--- config.mk ---
export PLATFORM = sky130hd
export DESIGN_NAME = cic_decim_top
export DESIGN_NICKNAME = d
export VERILOG_FILES = /design/src/cic_decim_pkg.sv /design/src/cic_apb_regs.sv /design/src/cic_integrators.sv /design/src/cic_combs.sv /design/src/cic_decimator.sv /design/src/cic_decim_top.sv
export VERILOG_INCLUDE_DIRS = /design/src /design/src/src
export SDC_FILE = /design/constraint.sdc
export NUM_CORES = 1
export LEC_CHECK = 0
export BUFFER_PORTS_ARGS = -buffer_cell sky130_fd_sc_hd__buf_2
export CORE_ASPECT_RATIO = 1.75
export CORE_UTILIZATION = 55
export CTS_CLUSTER_SIZE = 20
export DETAILED_ROUTE_END_ITERATION = 8
export HOLD_SLACK_MARGIN = 0.15
export PLACE_DENSITY = 0.81
export SLEW_MARGIN = 20
export SYNTH_ARGS = -nofsm -noshare
export SYNTH_HDL_FRONTEND = slang
export SYNTH_SLANG_ARGS = --single-unit
--- constraint.sdc ---
create_clock -name clock -period 10.7 [get_ports clock]
set_input_delay 0.535 -clock clock [delete_from_list [all_inputs] [get_ports clock]]
set_output_delay 0.535 -clock clock [all_outputs]
set_load 0.01 [all_outputs]
--- src/cic_decim_consts.svh ---
// CIC decimator constants
`ifndef CIC_DECIM_CONSTS_SVH
`define CIC_DECIM_CONSTS_SVH

// integrator and comb stage count, differential delay is one
`define CIC_STAGES 3

// sample widths at the filter ports
`define CIC_IN_WIDTH 16
`define CIC_OUT_WIDTH 16

// largest rate exponent, rate 64
`define CIC_MAX_LOG2_RATE 6

// accumulator sized for full bit growth at the largest rate
`define CIC_ACC_WIDTH (`CIC_IN_WIDTH + `CIC_STAGES * `CIC_MAX_LOG2_RATE)

// APB byte addresses
`define CIC_ADDR_CTRL 32'h0000_0000
`define CIC_ADDR_STATUS 32'h0000_0004

`endif

--- src/cic_decim_pkg.sv ---
// CIC decimator types
`include "cic_decim_consts.svh"

package cic_decim_pkg;

	// signed sample at the filter input and output
	typedef logic signed [`CIC_IN_WIDTH-1:0] sample_t;

	// signed accumulator word, wraps modulo 2^ACC_WIDTH
	typedef logic signed [`CIC_ACC_WIDTH-1:0] acc_t;

	// control register fields, top bit first
	typedef struct packed
	{
		logic [26:0] reserved;
		logic enable;
		// decimation rate is 2^log2_rate
		logic [3:0] log2_rate;
	} ctrl_fields_t;

	// control register as seen on the bus and as fields
	typedef union packed
	{
		logic [31:0] raw;
		ctrl_fields_t fields;
	} ctrl_word_u;

endpackage

--- src/cic_apb_regs.sv ---
// CIC APB register block
`timescale 1ns/1ps
`include "cic_decim_consts.svh"

module cic_apb_regs (
	input  logic        clock,
	input  logic        rst_n,
	input  logic [31:0] paddr,
	input  logic        psel,
	input  logic        penable,
	input  logic        pwrite,
	input  logic [31:0] pwdata,
	output logic [31:0] prdata,
	output logic        pready,
	output logic        pslverr,
	input  logic        out_valid,
	output logic [3:0]  log2_rate,
	output logic        enable,
	output logic        clear
);

	logic access;
	logic addr_ctrl;
	logic addr_status;
	logic rate_bad;
	logic slv_err;
	logic ctrl_wr;
	logic [15:0] out_count;
	cic_decim_pkg::ctrl_word_u wr_word;
	cic_decim_pkg::ctrl_word_u ctrl_q;

	// no wait states
	assign pready = 1'b1;
	assign access = psel && penable;

	assign addr_ctrl = (paddr == `CIC_ADDR_CTRL);
	assign addr_status = (paddr == `CIC_ADDR_STATUS);

	// write data decoded as control fields
	assign wr_word.raw = pwdata;
	assign rate_bad = (wr_word.fields.log2_rate > 4'(`CIC_MAX_LOG2_RATE));

	always_comb
	begin
		slv_err = 1'b0;
		if (!addr_ctrl && !addr_status)
			slv_err = 1'b1;
		else if (pwrite && addr_status)
			slv_err = 1'b1;
		else if (pwrite && addr_ctrl && rate_bad)
			slv_err = 1'b1;
	end

	// error only in the access phase
	assign pslverr = access && slv_err;
	assign ctrl_wr = access && pwrite && addr_ctrl && !rate_bad;

	always_comb
	begin
		prdata = '0;
		if (psel && !pwrite)
		begin
			if (addr_ctrl)
				prdata = ctrl_q.raw;
			else if (addr_status)
				prdata = 32'(out_count);
		end
	end

	// reserved bits always stored as zero
	always_ff @(posedge clock or negedge rst_n)
	begin
		if (!rst_n)
		begin
			ctrl_q <= '0;
			clear <= 1'b0;
		end
		else
		begin
			clear <= ctrl_wr;
			if (ctrl_wr)
				ctrl_q.fields <= '{
					reserved: '0,
					enable: wr_word.fields.enable,
					log2_rate: wr_word.fields.log2_rate
				};
		end
	end

	// output samples since the last accepted control write
	always_ff @(posedge clock or negedge rst_n)
	begin
		if (!rst_n)
			out_count <= '0;
		else if (clear)
			out_count <= '0;
		else if (out_valid)
			out_count <= out_count + 1'b1;
	end

	assign log2_rate = ctrl_q.fields.log2_rate;
	assign enable = ctrl_q.fields.enable;

endmodule

--- src/cic_integrators.sv ---
// CIC integrator chain
`timescale 1ns/1ps
`include "cic_decim_consts.svh"

module cic_integrators (
	input  logic                  clock,
	input  logic                  rst_n,
	input  logic                  clear,
	input  logic                  in_valid,
	input  cic_decim_pkg::sample_t in_data,
	input  logic [3:0]            log2_rate,
	output logic                  integ_valid,
	output cic_decim_pkg::acc_t   integ_data
);

	logic pre_valid;
	cic_decim_pkg::acc_t pre_data;
	logic [4:0] shift;
	logic [`CIC_STAGES-1:0] stage_valid;
	cic_decim_pkg::acc_t acc [`CIC_STAGES];

	// growth of the selected rate lands in the top bits of the accumulator
	assign shift = 5'(`CIC_STAGES) * (5'(`CIC_MAX_LOG2_RATE) - 5'(log2_rate));

	// pre-shift stage keeps running through a clear so a sample
	// arriving with the clear pulse still enters the new block
	always_ff @(posedge clock or negedge rst_n)
	begin
		if (!rst_n)
			pre_valid <= 1'b0;
		else
			pre_valid <= in_valid;
	end

	always_ff @(posedge clock)
	begin
		if (in_valid)
			pre_data <= cic_decim_pkg::acc_t'(in_data) <<< shift;
	end

	// each stage advances one cycle after the stage before it
	always_ff @(posedge clock or negedge rst_n)
	begin
		if (!rst_n)
		begin
			stage_valid <= '0;
			for (int i = 0; i < `CIC_STAGES; i++)
				acc[i] <= '0;
		end
		else if (clear)
		begin
			stage_valid <= '0;
			for (int i = 0; i < `CIC_STAGES; i++)
				acc[i] <= '0;
		end
		else
		begin
			stage_valid <= {stage_valid[`CIC_STAGES-2:0], pre_valid};
			// accumulators wrap, the combs undo it
			if (pre_valid)
				acc[0] <= acc[0] + pre_data;
			for (int i = 1; i < `CIC_STAGES; i++)
			begin
				if (stage_valid[i-1])
					acc[i] <= acc[i] + acc[i-1];
			end
		end
	end

	assign integ_valid = stage_valid[`CIC_STAGES-1];
	assign integ_data = acc[`CIC_STAGES-1];

endmodule

--- src/cic_combs.sv ---
// CIC comb chain
`timescale 1ns/1ps
`include "cic_decim_consts.svh"

module cic_combs (
	input  logic                   clock,
	input  logic                   rst_n,
	input  logic                   clear,
	input  logic                   dump_valid,
	input  cic_decim_pkg::acc_t    integ_data,
	output logic                   out_valid,
	output cic_decim_pkg::sample_t out_data
);

	logic [`CIC_STAGES-1:0] comb_valid;
	cic_decim_pkg::acc_t comb [`CIC_STAGES];
	// previous input of each stage, differential delay of one
	cic_decim_pkg::acc_t dly [`CIC_STAGES];

	always_ff @(posedge clock or negedge rst_n)
	begin
		if (!rst_n)
		begin
			comb_valid <= '0;
			out_valid <= 1'b0;
			for (int i = 0; i < `CIC_STAGES; i++)
			begin
				comb[i] <= '0;
				dly[i] <= '0;
			end
		end
		else if (clear)
		begin
			comb_valid <= '0;
			out_valid <= 1'b0;
			for (int i = 0; i < `CIC_STAGES; i++)
			begin
				comb[i] <= '0;
				dly[i] <= '0;
			end
		end
		else
		begin
			comb_valid <= {comb_valid[`CIC_STAGES-2:0], dump_valid};
			out_valid <= comb_valid[`CIC_STAGES-1];
			// first stage only moves on dump samples
			if (dump_valid)
			begin
				comb[0] <= integ_data - dly[0];
				dly[0] <= integ_data;
			end
			for (int i = 1; i < `CIC_STAGES; i++)
			begin
				if (comb_valid[i-1])
				begin
					comb[i] <= comb[i-1] - dly[i];
					dly[i] <= comb[i-1];
				end
			end
		end
	end

	// top bits of the last comb give unity DC gain at every rate
	always_ff @(posedge clock)
	begin
		if (comb_valid[`CIC_STAGES-1])
			out_data <= comb[`CIC_STAGES-1][`CIC_ACC_WIDTH-1 -: `CIC_OUT_WIDTH];
	end

endmodule

--- src/cic_decimator.sv ---
// CIC decimator core
`timescale 1ns/1ps
`include "cic_decim_consts.svh"

module cic_decimator (
	input  logic                   clock,
	input  logic                   rst_n,
	input  logic                   clear,
	input  logic                   enable,
	input  logic [3:0]             log2_rate,
	input  logic                   in_valid,
	input  cic_decim_pkg::sample_t in_data,
	output logic                   out_valid,
	output cic_decim_pkg::sample_t out_data
);

	logic accepted;
	logic integ_valid;
	cic_decim_pkg::acc_t integ_data;
	logic dump_valid;
	logic [`CIC_MAX_LOG2_RATE-1:0] rate_cnt;
	logic [`CIC_MAX_LOG2_RATE-1:0] last_cnt;

	// samples are dropped while disabled
	assign accepted = in_valid && enable;

	cic_integrators i_cic_integrators (
		.clock       (clock),
		.rst_n       (rst_n),
		.clear       (clear),
		.in_valid    (accepted),
		.in_data     (in_data),
		.log2_rate   (log2_rate),
		.integ_valid (integ_valid),
		.integ_data  (integ_data)
	);

	// last count of a block is 2^log2_rate - 1
	assign last_cnt = ~({`CIC_MAX_LOG2_RATE{1'b1}} << log2_rate);

	// every 2^log2_rate-th integrator output is kept
	assign dump_valid = integ_valid && (rate_cnt == last_cnt);

	always_ff @(posedge clock or negedge rst_n)
	begin
		if (!rst_n)
			rate_cnt <= '0;
		else if (clear)
			rate_cnt <= '0;
		else if (integ_valid)
		begin
			if (rate_cnt == last_cnt)
				rate_cnt <= '0;
			else
				rate_cnt <= rate_cnt + 1'b1;
		end
	end

	// combs run at the decimated rate
	cic_combs i_cic_combs (
		.clock      (clock),
		.rst_n      (rst_n),
		.clear      (clear),
		.dump_valid (dump_valid),
		.integ_data (integ_data),
		.out_valid  (out_valid),
		.out_data   (out_data)
	);

endmodule

--- src/cic_decim_top.sv ---
// CIC decimator top level
`timescale 1ns/1ps

module cic_decim_top (
	input  logic                   clock,
	input  logic                   rst_n,
	input  logic [31:0]            paddr,
	input  logic                   psel,
	input  logic                   penable,
	input  logic                   pwrite,
	input  logic [31:0]            pwdata,
	output logic [31:0]            prdata,
	output logic                   pready,
	output logic                   pslverr,
	input  logic                   in_valid,
	input  cic_decim_pkg::sample_t in_data,
	output logic                   out_valid,
	output cic_decim_pkg::sample_t out_data
);

	logic [3:0] log2_rate;
	logic enable;
	logic clear;

	// control and status registers
	cic_apb_regs i_cic_apb_regs (
		.clock     (clock),
		.rst_n     (rst_n),
		.paddr     (paddr),
		.psel      (psel),
		.penable   (penable),
		.pwrite    (pwrite),
		.pwdata    (pwdata),
		.prdata    (prdata),
		.pready    (pready),
		.pslverr   (pslverr),
		.out_valid (out_valid),
		.log2_rate (log2_rate),
		.enable    (enable),
		.clear     (clear)
	);

	// filter datapath
	cic_decimator i_cic_decimator (
		.clock     (clock),
		.rst_n     (rst_n),
		.clear     (clear),
		.enable    (enable),
		.log2_rate (log2_rate),
		.in_valid  (in_valid),
		.in_data   (in_data),
		.out_valid (out_valid),
		.out_data  (out_data)
	);

endmodule

======== After elaboration in Yosys (flattened, before gate mapping) ========
Cells that the tools add are included.
storage, ports and cells
  logic and storage cells ................. 86
  bits in latches ......................... 0
  input port bits ......................... 86
  bits in writable memories ............... 0
  bits in read-only memories .............. 0
  memories ................................ 0
  register bits ........................... 392
operators by class
  reductions and logical operators ........ 25
  eq/ne operators ......................... 2
  order comparisons ....................... 1
  muxes and demuxes ....................... 26
  add/subtract/negate cells ............... 9
  divide/modulo/power cells ............... 0
  shift operators ......................... 2
  $mul .................................... 1
  bitwise operators ....................... 1
operators by type and width
  kind                   count
  $mux 102               3
  $mux 34                9
  $add 34x34->34         3
  $sub 34x34->34         3
  $mux 32                2
  $mux 16                3
  $sshl 16x5->34         1
  $eq 32x3->1 const B    1
  $logic_not 32->1       1
  $mux 6                 3
  $add 16x1->16 const B  1
  $reduce_bool 2->1      8
  $logic_and 1x1->1      12
  $add 6x1->6 const B    1
  $eq 6x6->1             1
  $mux 3                 2
  $not 6->6              1
  $shl 6x4->6 const A    1
  $mul 2x5->5 const A    1
  $sub 3x4->5 const A    1
  $gt 4x3->1 const B     1
  $logic_not 1->1        4
  $mux 1                 4

======== Depth between registers and ports, before layout ========
  word-level depth ........................ 7
  gate-level depth with buffers ........... 14
  gate-level depth less buffers ........... 13

======== Hierarchy ========
A second synthesis with hierarchy kept.
unflattened totals
  cells, all modules ...................... 2870
  area total of the unflattened synthesis .. 26449.1 µm²
by module, submodules not included
  module           cells an instance  instances  area an instance (µm²)
  cic_combs        1362               1          12788.5
  cic_integrators  1298               1          11725.0
  cic_apb_regs     152                1          1415.1
  cic_decimator    58                 1          520.5

======== Worst setup path after synthesis ========
OpenSTA, ideal clock, no wires.
  path type ............................... register -> register
  from .................................... reg i_cic_apb_regs.ctrl_q[0] (netlist name)
  to ...................................... reg i_cic_decimator.i_cic_integrators.pre_data[16], data pin
  period minus slack after synthesis ...... 3560 ps
  setup slack ............................. 7140 ps
  path buffers ............................ 4
  arrival ................................. 3291 ps
  data required time ...................... 10431 ps
  cell stages (with the launch flop) ...... 14
  cell sequence ........................... dfrtp_1 -> clkbuf_1 -> buf_2 -> clkbuf_1 -> inv_1 -> ha_1 -> inv_1 -> fa_1 -> clkbuf_1 -> mux2_2 -> nand2_1 -> o21ai_0 -> nand2_1 -> o41ai_1
between the ends
  word-level cells in the longest chain between the ends .. 3
ends and longest elaborated chain
  item                  line                   RTL
  start, declared       cic_apb_regs.sv:30     cic_decim_pkg::ctrl_word_u ctrl_q;
  $sub 3x4->5           cic_integrators.sv:23  assign shift = 5'(`CIC_STAGES) * (5'(`CIC_MAX_LOG2_RATE) - 5'(log2_rate));
  $mul 2x5->5           cic_integrators.sv:23
  $sshl 16x5->34        cic_integrators.sv:38  pre_data <= cic_decim_pkg::acc_t'(in_data) <<< shift;
  end signal, assigned  cic_integrators.sv:38
  end, declared         cic_integrators.sv:17  cic_decim_pkg::acc_t pre_data;
No other way between the ends.
A chain may end at the register's enable or synchronous reset.

======== Final worst setup path ========
  from .................................... reg i_cic_apb_regs.ctrl_q[0] (netlist name)
  to ...................................... reg i_cic_decimator.i_cic_integrators.pre_data[21], data pin
The elaborated chain is that of the path after synthesis.

==> reports/results.ini <==
[grt]
grt_pass1_wl_um = 98800
grt_overflow = 0
grt_pass1_vias = 21200
grt_max_degree = 158
grt_use_total = 0.248
antenna_found_initial = 0

[timing]
fin_setup_tns_ns = 0
rsz0062_at_grt = false
setup-violations-final = 0
max_freq_mhz = 238
fin_ws_ns = 6.49
finalHoldViolCount = 0
worst_slew_pin_slew_ns = 0.881
period_needed_ns = 4.21
period_share = 0.393
maxSlewHeadroom = 0.413
fin_skew_ns = 0.0170
drv_slew = 0

[synth]
synth_top_family_by_area = compound AO/OA/AOI/OAI gates
syn_inst = 2893
synth_area_per_cell_sq_um = 8.98
synthMuxAreaShare = 0.0788
synth_edf_count = 50
syn_area_sq_mm = 0.0260
synthSimpleGateAreaFrac = 0.156
yosys.cell_types.count = 99
synth_xor_area_frac = 0.0533
synth-adder-area-share = 0.103
synth_compound_area_frac = 0.194
synth-warning-count = 0
async_reset_ff_frac = 0.866
yosys_most_used_dff = dfrtp_1
ys_ff_latch = 374
ys_seq_area_frac = 0.370

[cells_and_area]
drive_above_1_share = 0.0850
final_common_cell = nor2_1
final_cell_mix = 354 x nor2_1, 320 x dfrtp_1, 278 x a21oi_1
nNetsFinal = 3221
n_antenna_cell = 0
area_growth_pct = 8.35

[clocking]
clock_latency_ns = 0.53
cts_buffer_depth = 3
cts-root-buf = clkbuf_16
post-cts-setup-buffers = 0
holdBufCountCts = 1
clk_pin_slew_ns = 0.06
cts_tree = done
cts_resized = 0
cts.sinks = 374
h-tree-depth = 2
cts_made_buffers = 37

[flow_run]
drv_cap = 0

[critical_path]
critPathKind = register to register
crit_chain = inv_1, ha_1, inv_1, ha_1, a21o_1, a21oi_1, xor2_2, buf_4, inv_1, or3_1, o21ai_0
cp_max_fo = 31
crit_required_ns = 11.06
cpMostUsedCell = inv_1
startpoint_type = register
arrival_ns = 4.57
max_stage_delay_ns = 0.80
worstRegToRegCells = 11
critPathCaptureType = register
worst_path_max_delay_cell = ha_1

[place]
port-buffer-count = 92
place_congestion = 0.949
pre_cts_ws_ns = 5.95
dpl.hpwl_um = 45100

[die]
dieArea_sq_mm = 0.0481
core_sq_mm = 0.0468
die_width_um = 166
row_count = 105
die_y_um = 290
initial_utilization = 0.555
pin_count = 137

[drt]
vias_per_cell = 5.94
first_iter_violations = 1042
vias = 21000
dr.pass1.iters = 7
drc = 7
wl_per_cell_um = 16.9
drt-total-wl_um = 59700
ant_nets = 0

[hold_path]
hp-class = input pin to register
worstHoldPathCells = 3

[power_and_ir_drop]
power_leakage_nw = 13.3
power_density_mw_per_mm2 = 102
irDropWorstVdd_mv = 0.0857

[run_status]
status = complete, but fails checks
violations = design-rule violations

power breakdown:
part | internal (W) | total (W) | switching [W] | leakage [nW]
clock | 0.000815 | 0.00138 | 0.000560 | 0.631
combinational | 0.0000184 | 0.0000593 | 0.0000409 | 7.71
sequential | 0.00144 | 0.00144 | 0.00000000000144 | 4.95
total | 0.00227 | 0.00287 | 0.000601 | 13.3
kinds of logic (layout without fill, tap and decap cells):
logic type / Yosys count / count (layout)
other: 2 / 17
buffers and inverters: 289 / 335
flip-flops: 374 / 374
AND/OR/NAND/NOR: 903 / 903
AO/OA/AOI/OAI: 770 / 770
XOR/XNOR: 158 / 158
adder cells (fa/ha/maj): 210 / 210
multiplexers: 187 / 187
cell type report:
type / count / area (sq um)
fillers: 3955 / 18600
multi-input cells: 2245 / 15300
flip-flops and latches: 374 / 9620
clock buffers: 49 / 1040
well taps: 588 / 736
repair buffers: 110 / 633
inverters: 157 / 589
clock inverters: 19 / 244
layer usage:
layer	vias up	track usage	share of wire
met1	10100	0.241	0.36
met2	424	0.503	0.56
met4	0	0.154	0.058
met3	199	0.0208	0.024
li1	10400	-	-
met5	-	0	0
cells in the mapped netlist (7+ instances only):
master	instances	area [sq um]
xor2_1	51	447
inv_1	157	589
and2_1	20	125
o211ai_1	14	105
buf_1	19	71.3
mux2_2	11	124
dfrtp_1	324	8110
nor2_1	354	1330
mux2i_1	163	1630
mux4_2	13	293
nor3b_1	7	52.6
o21a_1	25	188
buf_4	17	128
clkbuf_1	86	323
nor4_1	15	93.8
a21oi_1	278	1390
or3_1	12	75.1
nand3_1	46	230
buf_2	9	45.0
a211o_1	8	70.1
and3_1	24	150
nand2b_1	31	194
nand4_1	30	188
ha_1	204	2550
o21ai_0	124	621
a21o_1	97	728
nand3b_1	7	52.6
o22ai_1	7	43.8
nor3_1	39	195
a221o_1	7	70.1
nand2_1	269	1010
a31oi_1	20	125
a211oi_1	38	285
nor2b_1	22	138
o21bai_1	31	233
xnor2_1	107	937
o31ai_1	9	67.6
a22o_1	9	78.8
edfxtp_1	50	1500
flip-flops by register name, indices dropped and copies added, names as in the netlist:
name	count
i_cic_decimator.i_cic_integrators.integ_data	34
i_cic_decimator.i_cic_combs.dly	102
i_cic_decimator.i_cic_integrators.pre_valid	1
i_cic_decimator.rate_cnt	6
i_cic_decimator.i_cic_combs.comb	84
i_cic_decimator.i_cic_combs.comb_valid	3
i_cic_decimator.i_cic_combs.out_data	16
i_cic_apb_regs.out_count	16
i_cic_decimator.i_cic_integrators.pre_data	34
i_cic_decimator.i_cic_integrators.stage_valid	3
i_cic_apb_regs.clear	1
i_cic_decimator.i_cic_integrators.acc	68
i_cic_apb_regs.ctrl_q	5
i_cic_decimator.i_cic_combs.out_valid	1
critical path, delay by kind of cell (launching register included):
kind / cells / cell delay (ns)
XOR/XNOR: 1 / 0.15
adder cells (fa/ha/maj): 2 / 1.16
AO/OA/AOI/OAI: 3 / 0.49
AND/OR/NAND/NOR: 1 / 0.42
flip-flops: 1 / 0.76
buffers and inverters: 4 / 1.03
per-stage QoR:
step / hold slack [ns] / power, W / area, sq um / cells / utilization
after floorplan: 0.239 / 0.00149 / 26000 / 2908 / -
after global placement: 0.432 / 0.00152 / 26800 / 3473 / 0.574
after detailed placement: 0.437 / 0.00152 / 26800 / 3473 / 0.574
after CTS: 0.214 / 0.00290 / 28100 / 3542 / 0.602
after global routing: 0.239 / 0.00296 / 28100 / 3542 / 0.602
final: 0.239 / 0.00287 / 28100 / 3542 / 0.602
final timing paths:
| check | startpoint | end | slack (ns) |
|---|---|---|---|
| worst min register to register | i_cic_decimator.i_cic_combs.comb[27] | i_cic_decimator.i_cic_combs.out_data[9] | 0.45 |
| worst min-delay path | pwdata[2] | i_cic_apb_regs.ctrl_q[2] | 0.24 |
| worst max register to register | i_cic_apb_regs.ctrl_q[0] | i_cic_decimator.i_cic_integrators.pre_data[21] | 6.49 |
| worst max-delay path | i_cic_apb_regs.ctrl_q[0] | i_cic_decimator.i_cic_integrators.pre_data[21] | 6.49 |
| max in group asynchronous | rst_n | i_cic_decimator.i_cic_combs.dly[101] | 8.08 |
| min in group asynchronous | rst_n | i_cic_apb_regs.out_count[15] | 0.62 |
Note: power is estimated with default switching activity, not from simulation.
